## src/common/backend_pkg.sv

```systemverilog
/*
 * Shared types of the memory and writeback back end: operation enums,
 * the stage records, the data-memory request and the commit record.
 */
`default_nettype none

package backend_pkg;

        localparam int REG_ADDR_W = 5;             // Width of an rd or rs field.

        typedef enum logic [3:0] {
                MEM_NONE,
                MEM_LB,
                MEM_LH,
                MEM_LW,
                MEM_LBU,
                MEM_LHU,
                MEM_SB,
                MEM_SH,
                MEM_SW
        } mem_op_e;

        typedef enum logic [1:0] {
                WB_ALU,
                WB_CSR,
                WB_LOAD,
                WB_LINK                            // Return address, pc plus 4.
        } wb_src_e;

        typedef struct packed {
                logic                  valid;
                logic [31:0]           pc;
                logic [31:0]           inst;
                logic [31:0]           alu_out;    // Also the data-memory address.
                logic [31:0]           csr_out;
                logic [31:0]           store_data;
                logic [REG_ADDR_W-1:0] rd;
                logic                  rd_we;
                wb_src_e               wb_src;
                mem_op_e               mem_op;
                logic                  halt;
        } ex_mem_t;

        typedef struct packed {
                logic                  valid;
                logic [31:0]           pc;
                logic [31:0]           inst;
                logic [31:0]           alu_out;
                logic [31:0]           csr_out;
                logic [31:0]           load_data;  // Already aligned and extended.
                logic [REG_ADDR_W-1:0] rd;
                logic                  rd_we;
                wb_src_e               wb_src;
                logic                  halt;
        } mem_wb_t;

        typedef struct packed {
                logic        valid;
                logic        write;
                logic [31:0] addr;                 // Word aligned.
                logic [31:0] wdata;
                logic [3:0]  wstrb;
        } dmem_req_t;

        typedef struct packed {
                logic                  valid;
                logic [31:0]           pc;
                logic [31:0]           inst;
                logic [REG_ADDR_W-1:0] rd;
                logic                  rd_we;
                logic [31:0]           wdata;
        } commit_t;

endpackage

`default_nettype wire

```

## src/verilog/pipeline_control.sv

```systemverilog
/*
 * Back-end control: memory stall, MEM flush, WB hold, halted flag
 * and writeback enable.
 */
`timescale 1ns/1ps
`default_nettype none

module pipeline_control import backend_pkg::*; (
        input  logic    clk,
        input  logic    reset,
        input  logic    ex_valid,
        input  mem_op_e ex_mem_op,
        input  logic    flush,
        input  logic    dmem_ready,
        input  logic    wb_valid,
        input  logic    wb_halt,
        output logic    mem_go,
        output logic    mem_stall,
        output logic    flush_me,
        output logic    stall_wb,
        output logic    wb_enable,
        output logic    halted
);

        logic mem_wait;

        // A request goes out only for a live memory instruction.
        assign mem_go = ex_valid && (ex_mem_op != MEM_NONE) && !flush && !halted;

        assign mem_wait  = mem_go && !dmem_ready;  // Access not finished this cycle.
        assign mem_stall = mem_wait || halted;

        // While waiting on memory, WB receives a bubble instead of a duplicate.
        assign flush_me  = !halted && (flush || mem_wait);
        assign stall_wb  = halted;
        assign wb_enable = !halted;

        always_ff @(posedge clk) begin
                if (reset) begin
                        halted <= 1'b0;
                end else if (wb_valid && wb_halt) begin
                        halted <= 1'b1;            // Sticky until reset.
                end
        end

endmodule

`default_nettype wire

```

## src/verilog/mem_stage.sv

```systemverilog
/*
 * MEM stage datapath: data-memory request with byte strobes,
 * load alignment and extension, and packing of the MEM/WB record.
 */
`timescale 1ns/1ps
`default_nettype none

module mem_stage import backend_pkg::*; (
        input  ex_mem_t     ex_in,
        input  logic        mem_go,
        input  logic [31:0] dmem_rdata,
        output dmem_req_t   dmem_req,
        output mem_wb_t     mem_out
);

        logic [1:0]  offset;
        logic [7:0]  byte_sel;
        logic [15:0] half_sel;
        logic [31:0] load_data;

        assign offset   = ex_in.alu_out[1:0];
        assign byte_sel = dmem_rdata[offset*8 +: 8];
        assign half_sel = offset[1] ? dmem_rdata[31:16] : dmem_rdata[15:0];

        always_comb begin
                dmem_req.valid = mem_go;           // Control has already checked the op.
                dmem_req.addr  = {ex_in.alu_out[31:2], 2'b00};
                dmem_req.write = 1'b0;
                dmem_req.wdata = ex_in.store_data;
                dmem_req.wstrb = 4'b0000;
                case (ex_in.mem_op)
                        MEM_SB: begin
                                dmem_req.write = 1'b1;
                                dmem_req.wdata = {4{ex_in.store_data[7:0]}};
                                dmem_req.wstrb = 4'b0001 << offset;
                        end
                        MEM_SH: begin
                                dmem_req.write = 1'b1;
                                dmem_req.wdata = {2{ex_in.store_data[15:0]}};
                                dmem_req.wstrb = offset[1] ? 4'b1100 : 4'b0011;
                        end
                        MEM_SW: begin
                                dmem_req.write = 1'b1;
                                dmem_req.wstrb = 4'b1111;
                        end
                        default: ;                 // Loads read the whole word.
                endcase
        end

        always_comb begin
                case (ex_in.mem_op)
                        MEM_LB:  load_data = {{24{byte_sel[7]}}, byte_sel};
                        MEM_LBU: load_data = {24'b0, byte_sel};
                        MEM_LH:  load_data = {{16{half_sel[15]}}, half_sel};
                        MEM_LHU: load_data = {16'b0, half_sel};
                        MEM_LW:  load_data = dmem_rdata;
                        default: load_data = 32'b0;
                endcase
        end

        always_comb begin
                mem_out.valid     = ex_in.valid;   // Bubbles are made in the segment register.
                mem_out.pc        = ex_in.pc;
                mem_out.inst      = ex_in.inst;
                mem_out.alu_out   = ex_in.alu_out;
                mem_out.csr_out   = ex_in.csr_out;
                mem_out.load_data = load_data;
                mem_out.rd        = ex_in.rd;
                mem_out.rd_we     = ex_in.rd_we;
                mem_out.wb_src    = ex_in.wb_src;
                mem_out.halt      = ex_in.halt;
        end

endmodule

`default_nettype wire

```

## src/verilog/mem_wb_seg_reg.sv

```systemverilog
/*
 * MEM/WB segment register; holds on stall, clears to a bubble on flush.
 */
`timescale 1ns/1ps
`default_nettype none

module mem_wb_seg_reg import backend_pkg::*; (
        input  logic    clk,
        input  logic    reset,
        input  logic    flush_me,
        input  logic    stall_wb,
        input  mem_wb_t mem_in,
        output mem_wb_t wb_out
);

        // A stall wins over a flush so that a frozen WB keeps its instruction.
        always_ff @(posedge clk) begin
                if (reset || (flush_me && !stall_wb)) begin
                        wb_out <= '0;
                end else if (!stall_wb) begin
                        wb_out <= mem_in;
                end
        end

endmodule

`default_nettype wire

```

## src/writeback/wb_select.sv

```systemverilog
/*
 * Writeback select: result mux, register-file write and commit record.
 */
`timescale 1ns/1ps
`default_nettype none

module wb_select import backend_pkg::*; (
        input  mem_wb_t               wb_in,
        input  logic                  wb_enable,
        output logic                  rf_we,
        output logic [REG_ADDR_W-1:0] rf_waddr,
        output logic [31:0]           rf_wdata,
        output commit_t               commit
);

        always_comb begin
                case (wb_in.wb_src)
                        WB_ALU:  rf_wdata = wb_in.alu_out;
                        WB_CSR:  rf_wdata = wb_in.csr_out;
                        WB_LOAD: rf_wdata = wb_in.load_data;
                        WB_LINK: rf_wdata = wb_in.pc + 32'd4;
                        default: rf_wdata = wb_in.alu_out;
                endcase
        end

        // x0 is never written, so the write enable also drops for rd of zero.
        assign rf_we    = wb_enable && wb_in.valid && wb_in.rd_we && (wb_in.rd != '0);
        assign rf_waddr = wb_in.rd;

        always_comb begin
                commit.valid = wb_enable && wb_in.valid;
                commit.pc    = wb_in.pc;
                commit.inst  = wb_in.inst;
                commit.rd    = wb_in.rd;
                commit.rd_we = rf_we;              // Only writes that really happen.
                commit.wdata = rf_wdata;
        end

endmodule

`default_nettype wire

```

## src/writeback/reg_file.sv

```systemverilog
/*
 * Integer register file with hardwired x0 and two bypassed read ports.
 */
`timescale 1ns/1ps
`default_nettype none

module reg_file import backend_pkg::*; #(
        parameter int REG_COUNT = 32
) (
        input  logic                  clk,
        input  logic                  reset,
        input  logic                  we,
        input  logic [REG_ADDR_W-1:0] waddr,
        input  logic [31:0]           wdata,
        input  logic [REG_ADDR_W-1:0] rs1_addr,
        input  logic [REG_ADDR_W-1:0] rs2_addr,
        output logic [31:0]           rs1_data,
        output logic [31:0]           rs2_data
);

        logic [31:0] regs [REG_COUNT];

        // Registers beyond REG_COUNT (RV32E) read as zero, as does x0.
        function automatic logic [31:0] read_port(input logic [REG_ADDR_W-1:0] addr);
                if (addr == '0 || int'(addr) >= REG_COUNT) begin
                        return 32'b0;
                end else if (we && addr == waddr) begin
                        return wdata;              // WB-to-decode bypass.
                end
                return regs[addr];
        endfunction

        always_ff @(posedge clk) begin
                if (reset) begin
                        for (int i = 0; i < REG_COUNT; i++) begin
                                regs[i] <= 32'b0;
                        end
                end else if (we && waddr != '0 && int'(waddr) < REG_COUNT) begin
                        regs[waddr] <= wdata;
                end
        end

        // The read ports follow the stored registers and the write port.
        always_comb begin
                rs1_data = read_port(rs1_addr);
                rs2_data = read_port(rs2_addr);
        end

endmodule

`default_nettype wire

```

## src/verilog/backend_top.sv

```systemverilog
/*
 * Back-end top level: control, MEM stage, MEM/WB register,
 * writeback select and register file.
 */
`timescale 1ns/1ps
`default_nettype none

module backend_top import backend_pkg::*; #(
        parameter int REG_COUNT = 32
) (
        input  logic                  clk,
        input  logic                  reset,
        input  ex_mem_t               ex_in,
        input  logic                  flush,
        output logic                  mem_stall,
        output dmem_req_t             dmem_req,
        input  logic [31:0]           dmem_rdata,
        input  logic                  dmem_ready,
        input  logic [REG_ADDR_W-1:0] rs1_addr,
        input  logic [REG_ADDR_W-1:0] rs2_addr,
        output logic [31:0]           rs1_data,
        output logic [31:0]           rs2_data,
        output commit_t               commit,
        output logic                  halted
);

        logic                  mem_go;
        logic                  flush_me;
        logic                  stall_wb;
        logic                  wb_enable;
        mem_wb_t               mem_out;
        mem_wb_t               wb_out;
        logic                  rf_we;
        logic [REG_ADDR_W-1:0] rf_waddr;
        logic [31:0]           rf_wdata;

        pipeline_control u_control (
                .clk        (clk),
                .reset      (reset),
                .ex_valid   (ex_in.valid),
                .ex_mem_op  (ex_in.mem_op),
                .flush      (flush),
                .dmem_ready (dmem_ready),
                .wb_valid   (wb_out.valid),
                .wb_halt    (wb_out.halt),
                .mem_go     (mem_go),
                .mem_stall  (mem_stall),
                .flush_me   (flush_me),
                .stall_wb   (stall_wb),
                .wb_enable  (wb_enable),
                .halted     (halted)
        );

        mem_stage u_mem (
                .ex_in      (ex_in),
                .mem_go     (mem_go),
                .dmem_rdata (dmem_rdata),
                .dmem_req   (dmem_req),
                .mem_out    (mem_out)
        );

        mem_wb_seg_reg u_mem_wb (
                .clk      (clk),
                .reset    (reset),
                .flush_me (flush_me),
                .stall_wb (stall_wb),
                .mem_in   (mem_out),
                .wb_out   (wb_out)
        );

        wb_select u_wb (
                .wb_in     (wb_out),
                .wb_enable (wb_enable),
                .rf_we     (rf_we),
                .rf_waddr  (rf_waddr),
                .rf_wdata  (rf_wdata),
                .commit    (commit)
        );

        reg_file #(
                .REG_COUNT (REG_COUNT)
        ) u_regs (
                .clk      (clk),
                .reset    (reset),
                .we       (rf_we),
                .waddr    (rf_waddr),
                .wdata    (rf_wdata),
                .rs1_addr (rs1_addr),
                .rs2_addr (rs2_addr),
                .rs1_data (rs1_data),
                .rs2_data (rs2_data)
        );

endmodule

`default_nettype wire

```

## config.mk

```make
export PLATFORM = sky130hd
export DESIGN_NAME = backend_top
export DESIGN_NICKNAME = d
export VERILOG_FILES = /design/src/common/backend_pkg.sv /design/src/verilog/pipeline_control.sv /design/src/verilog/mem_stage.sv /design/src/verilog/mem_wb_seg_reg.sv /design/src/writeback/wb_select.sv /design/src/writeback/reg_file.sv /design/src/verilog/backend_top.sv
export SDC_FILE = /design/constraint.sdc
export NUM_CORES = 2
export LEC_CHECK = 0
export ABC_AREA = 1
export BUFFER_PORTS_ARGS = -buffer_cell sky130_fd_sc_hd__buf_2
export CAP_MARGIN = 20
export CELL_PAD_IN_SITES_DETAIL_PLACEMENT = 0
export CELL_PAD_IN_SITES_GLOBAL_PLACEMENT = 2
export CORE_MARGIN = 2
export CORE_UTILIZATION = 36
export DETAILED_ROUTE_END_ITERATION = 10
export PLACE_DENSITY = 0.84
export RECOVER_POWER = 100
export SLEW_MARGIN = 20
export SYNTH_ARGS = -nofsm -noshare
export SYNTH_HDL_FRONTEND = slang
export SYNTH_HIERARCHICAL = 1
export SYNTH_SLANG_ARGS = --single-unit
```

## constraint.sdc

```tcl
create_clock -name clk -period 3.34 [get_ports clk]
set_clock_uncertainty 0.15 [all_clocks]
set_input_delay 0.501 -clock clk [delete_from_list [all_inputs] [get_ports clk]]
set_output_delay 0.501 -clock clk [all_outputs]
set_load 0.05 [all_outputs]
```

==> report_table.html <==
<table>
<tr><th>Metric</th><th>Value</th></tr>
<tr><th colspan="2">Job</th></tr>
<tr><td>Max-Cap Viols</td><td>1</td></tr>
<tr><th colspan="2">Floorplanning</th></tr>
<tr><td>Count of boundary I/O pins</td><td>459</td></tr>
<tr><td>Cell row count</td><td>165</td></tr>
<tr><td>Die span in x</td><td>454 µm</td></tr>
<tr><td>Core ar.</td><td>202000 µm²</td></tr>
<tr><td>Overall die height</td><td>454 µm</td></tr>
<tr><td>Initial core utilization</td><td>0.362</td></tr>
<tr><td>Overall die area</td><td>206000 µm²</td></tr>
<tr><th colspan="2">Pwr</th></tr>
<tr><td>Standby leakage power</td><td>0.0406 µW</td></tr>
<tr><td>PwrDens</td><td>462 nW/µm²</td></tr>
<tr><td>Maximum vdd ir drop</td><td>0.472 mV</td></tr>
<tr><td>Power, Total</td><td>40400 µW</td></tr>
<tr><th colspan="2">Worst setup path</th></tr>
<tr><td>Register-to-register path setup slack</td><td>-0.01 ns</td></tr>
<tr><td>Critical path class</td><td>register to primary output</td></tr>
<tr><td>Arrival time of the worst setup path</td><td>2.81 ns</td></tr>
<tr><td>CP Cell Sequence</td><td>ha_4 -&gt; nand2_4 -&gt; nor2_4 -&gt; nand2_4 -&gt; buf_12 -&gt; nor2_4 -&gt; nand2_1 -&gt; nand2_1 -&gt; nand3_2 -&gt; nand4_1 -&gt; buf_6 -&gt; nand2_2 -&gt; nand2_2 -&gt; buf_12</td></tr>
<tr><td>Delay contributed by the slowest stage of the critical path</td><td>0.36 ns</td></tr>
<tr><td>Number of cell instances on the worst register-to-register path</td><td>14</td></tr>
<tr><td>Crit path max-delay cell type</td><td>dfxtp_2</td></tr>
<tr><td>Critical Path Sink Type</td><td>primary output</td></tr>
<tr><td>Largest fanout of any net on the critical path</td><td>5</td></tr>
<tr><td>Kind of start point of the critical path</td><td>register</td></tr>
<tr><td>Crit path required time</td><td>2.69 ns</td></tr>
<tr><td>Reg-to-reg critical path endpoint</td><td>u_regs/regs[14][14]</td></tr>
<tr><td>R2R Path Start</td><td>u_mem_wb/wb_out[8]</td></tr>
<tr><th colspan="2">Final layout</th></tr>
<tr><td>Number of nets at the end of the flow</td><td>10600</td></tr>
<tr><td>Number of inserted diodes</td><td>0</td></tr>
<tr><td>Area Growth Syn to Fin</td><td>19.8%</td></tr>
<tr><td>Ratio of cells with drive above 1 in the final layout</td><td>0.135</td></tr>
<tr><td>Share of the core filled with cells in the final layout</td><td>0.433</td></tr>
<tr><th colspan="2">Detailed routing</th></tr>
<tr><td>Average wire per cell in the routed design</td><td>24.9 µm</td></tr>
<tr><td>Post-DR vias/cell</td><td>5.33</td></tr>
<tr><td>Antenna Violating Nets Remaining</td><td>0</td></tr>
<tr><td>Pre-antenna DRT Iters</td><td>9</td></tr>
<tr><td>Final routed DRC violation total</td><td>0</td></tr>
<tr><td>Drt total wl</td><td>329000 µm</td></tr>
<tr><td>Detailed Route Iter0 Violations</td><td>9096</td></tr>
<tr><td>Via count</td><td>70400</td></tr>
<tr><th colspan="2">Synthesis</th></tr>
<tr><td>Mean area per synthesized cell</td><td>7.19 µm²</td></tr>
<tr><td>Cell area after synthesis</td><td>73000 µm²</td></tr>
<tr><td>Share of the synthesized area in the top cell type</td><td>0.421</td></tr>
<tr><td>Leading area contributor after synthesis</td><td>edfxtp_1</td></tr>
<tr><td>Number of cells produced by synthesis</td><td>10100</td></tr>
<tr><td>Number of library cell types mapped by synthesis</td><td>36</td></tr>
<tr><td>Total number of yosys warnings</td><td>6</td></tr>
<tr><td>Fraction of the yosys area taken by sequential cells</td><td>0.468</td></tr>
<tr><td>Register bit count reported by yosys</td><td>1195</td></tr>
<tr><td>Cells taking the most area after synthesis</td><td>edfxtp_1 42%, nand2_1 14%, nand3_1 14%</td></tr>
<tr><th colspan="2">Global route</th></tr>
<tr><td>GRT met1 Usage</td><td>0.397</td></tr>
<tr><td>Global routing usage summed across all routing layers</td><td>0.310</td></tr>
<tr><td>Maximum number of pins on one net before global-route repair</td><td>193</td></tr>
<tr><td>Most congested layer reported by global routing</td><td>met2</td></tr>
<tr><td>GR Util met3</td><td>0.0742</td></tr>
<tr><td>Total gr overflow</td><td>0</td></tr>
<tr><td>Initial antenna violation count</td><td>4</td></tr>
<tr><td>Via count of the first global-routing pass</td><td>66400</td></tr>
<tr><td>First-pass GRT wire length</td><td>463000 µm</td></tr>
<tr><td>Met2 Usage GRT</td><td>0.488</td></tr>
<tr><th colspan="2">Timing</th></tr>
<tr><td>Worst slew pin tran</td><td>2.04 ns</td></tr>
<tr><td>Final Max Slew Viols</td><td>35</td></tr>
<tr><td>Setup repair after global routing missed its margin</td><td>yes</td></tr>
<tr><td>Worst Setup Slack, final</td><td>-0.119 ns</td></tr>
<tr><td>Max-slew headroom</td><td>-0.358</td></tr>
<tr><td>Number of setup violations in the final report</td><td>60</td></tr>
<tr><td>Final Hold Violating Endpoints</td><td>0</td></tr>
<tr><td>Post-layout min period</td><td>3.46 ns</td></tr>
<tr><td>Ratio of final minimum period to clock period</td><td>1.04</td></tr>
<tr><td>Highest Clock Rate</td><td>0.289 GHz</td></tr>
<tr><td>Final Hold Slack</td><td>0.0402 ns</td></tr>
<tr><th colspan="2">Clock tree</th></tr>
<tr><td>Clock transition at the registers of the reported paths</td><td>0.06 ns</td></tr>
<tr><td>Maximum buffer depth of the clock tree</td><td>3</td></tr>
<tr><td>Root Buffer Master</td><td>clkbuf_16</td></tr>
<tr><td>Clock tree from TritonCTS</td><td>yes</td></tr>
<tr><td>Cts bufs inserted</td><td>149</td></tr>
<tr><td>Clock latency at the later pin of the worst-skew pair</td><td>0.81 ns</td></tr>
<tr><td>Sinks on Clock Net</td><td>1195</td></tr>
<tr><td>Count of H-tree levels built during CTS</td><td>4</td></tr>
<tr><th colspan="2">Placed design</th></tr>
<tr><td>DPL Wire Length</td><td>202000 µm</td></tr>
<tr><td>Total of buffers placed on input and output ports</td><td>456</td></tr>
<tr><td>DP Worst Slack</td><td>0.0789 ns</td></tr>
<tr><td>Placer congestion estimate</td><td>0.910</td></tr>
<tr><th colspan="2">Min path</th></tr>
<tr><td>Type of the worst min-delay path</td><td>input pin to register</td></tr>
<tr><td>WHS Path Cells</td><td>5</td></tr>
<tr><td>Hold Path End</td><td>u_mem_wb/wb_out[98]</td></tr>
<tr><td>Beginning of the worst hold path</td><td>ex_in[102]</td></tr>
<tr><th colspan="2">Status</th></tr>
<tr><td>Violated checks</td><td>max-capacitance violations, max-slew violations, negative setup slack</td></tr>
<tr><td>Outcome</td><td>finished with violations</td></tr>
</table>
[cells in the final DEF (no fill, tap or decap), types with 10 or more instances in the layout]
cell / instances
buf_8: 11
inv_1: 1385
nand2_2: 44
clkbuf_1: 150
nand2_1: 2558
clkbuf_4: 50
nor2_1: 1586
dfxtp_1: 145
inv_2: 10
edfxtp_1: 1024
clkinv_2: 31
clkbuf_16: 153
nand3_1: 1937
nand2_4: 114
conb_1: 34
nand3_2: 44
buf_4: 256
nor2_4: 21
buf_2: 226
or2_2: 43
nand4_1: 27
nor2_2: 15
clkbuf_2: 44
o211ai_1: 66
buf_6: 57
dfxtp_2: 14
dfxtp_4: 12
dlygate4sd3_1: 136
clkinv_1: 25
buf_12: 192
[worst max-delay path by stage]
stage | endpoint | depth (start not counted) | slack [ns] | from
CTS | rs1_data[30] | 13 | -0.15 | u_mem_wb/wb_out[139]
finish | rs1_data[22] | 14 | -0.12 | u_mem_wb/wb_out[139]
floorplan | u_regs/regs[25][0] | 14 | 0.01 | u_control/halted
global placement | rs1_data[30] | 14 | 0.11 | u_mem_wb/wb_out[140]
global route | rs1_data[22] | 14 | -0.22 | u_mem_wb/wb_out[139]
detailed placement | rs1_data[30] | 14 | 0.08 | u_mem_wb/wb_out[140]
[what timing repair did]
item,4_1_cts,5_1_grt
setup endpoints to repair,90,85
pin swaps,98,68
buffers inserted,45,27
hold buffers,136,0
gates cloned,8,2
resized for setup,373,153
endpoints found under the hold margin,136,0
[worst max-delay path: cells and delay by family, from the launching register on]
| kind | cells | cell delay [ns] |
|---|---|---|
| adder cells (fa/ha/maj) | 1 | 0.16 |
| buffers and inverters | 3 | 0.50 |
| AND/OR/NAND/NOR | 10 | 0.97 |
| flip-flops | 1 | 0.36 |
[synthesized netlist by cell type]
cell type	n
a21oi_1	8
a21oi_2	2
a221oi_1	7
and2_1	2
and2_2	1
buf_1	73
buf_2	184
buf_4	342
buf_6	36
clkbuf_1	345
clkinv_1	1
conb_1	2
dfxtp_1	171
dlygate4sd3_1	35
edfxtp_1	1024
ha_1	1
inv_1	1400
inv_2	11
nand2_1	2708
nand2_2	8
nand2_4	3
nand3_1	1987
nand3_2	2
nand4_1	27
nor2_1	1601
nor2_2	11
nor2_4	10
nor3_1	9
nor3_2	2
o2111ai_1	1
o211ai_1	66
o21ai_0	10
o21ai_1	2
o21bai_1	5
o22ai_1	7
or2_2	44
[metal layers]
layer / vias to the layer above / share of wire
met1: 33400 / 0.39
met5: - / 0.000094
li1: 32100 / -
met4: 6 / 0.058
met2: 4051 / 0.45
met3: 802 / 0.11
[cells by family (layout without fill, tap and decap cells)]
kind of cell	after synthesis	count (layout)	synth area share
other	2	34	0.000103
AO/OA/AOI/OAI	108	108	0.0105
buffers and inverters	2427	2787	0.152
adder cells (fa/ha/maj)	1	1	0.000171
flip-flops	1195	1195	0.468
AND/OR/NAND/NOR	6415	6415	0.369
[state kept, by name, summed over array words and instances, names as in the netlist]
| register | cells |
|---|---|
| u_control/halted | 1 |
| u_mem_wb/wb_out | 170 |
| u_regs/regs | 1024 |
[through the flow]
stage                     instance area (µm²)  setup TNS [ns]  instances
final                                   87400           -2.98      13200
after global routing                    87400          -41.02      13200
after CTS                               87600           -3.38      13200
after detailed placement                79600               0      12700
after global placement                  79600               0      12700
after floorplan                         73100               0      10200
[cell type report]
| type | instances | area, µm² |
|---|---|---|
| clock buffer | 188 | 4000 |
| clock inverter | 82 | 746 |
| fill | 20400 | 114000 |
| inverter | 1412 | 5390 |
| multi-input combinational | 6558 | 29300 |
| sequential | 1195 | 34200 |
| tap | 2672 | 3340 |
| timing repair buffer | 1105 | 10400 |
[power breakdown]
part / internal [µW] / total, µW / switching [µW]
combinational: 2320 / 7430 / 5110
clock: 9150 / 16100 / 6960
sequential: 16700 / 16900 / 199
total: 28200 / 40400 / 12300
Note: power is estimated with default switching activity, not from simulation.
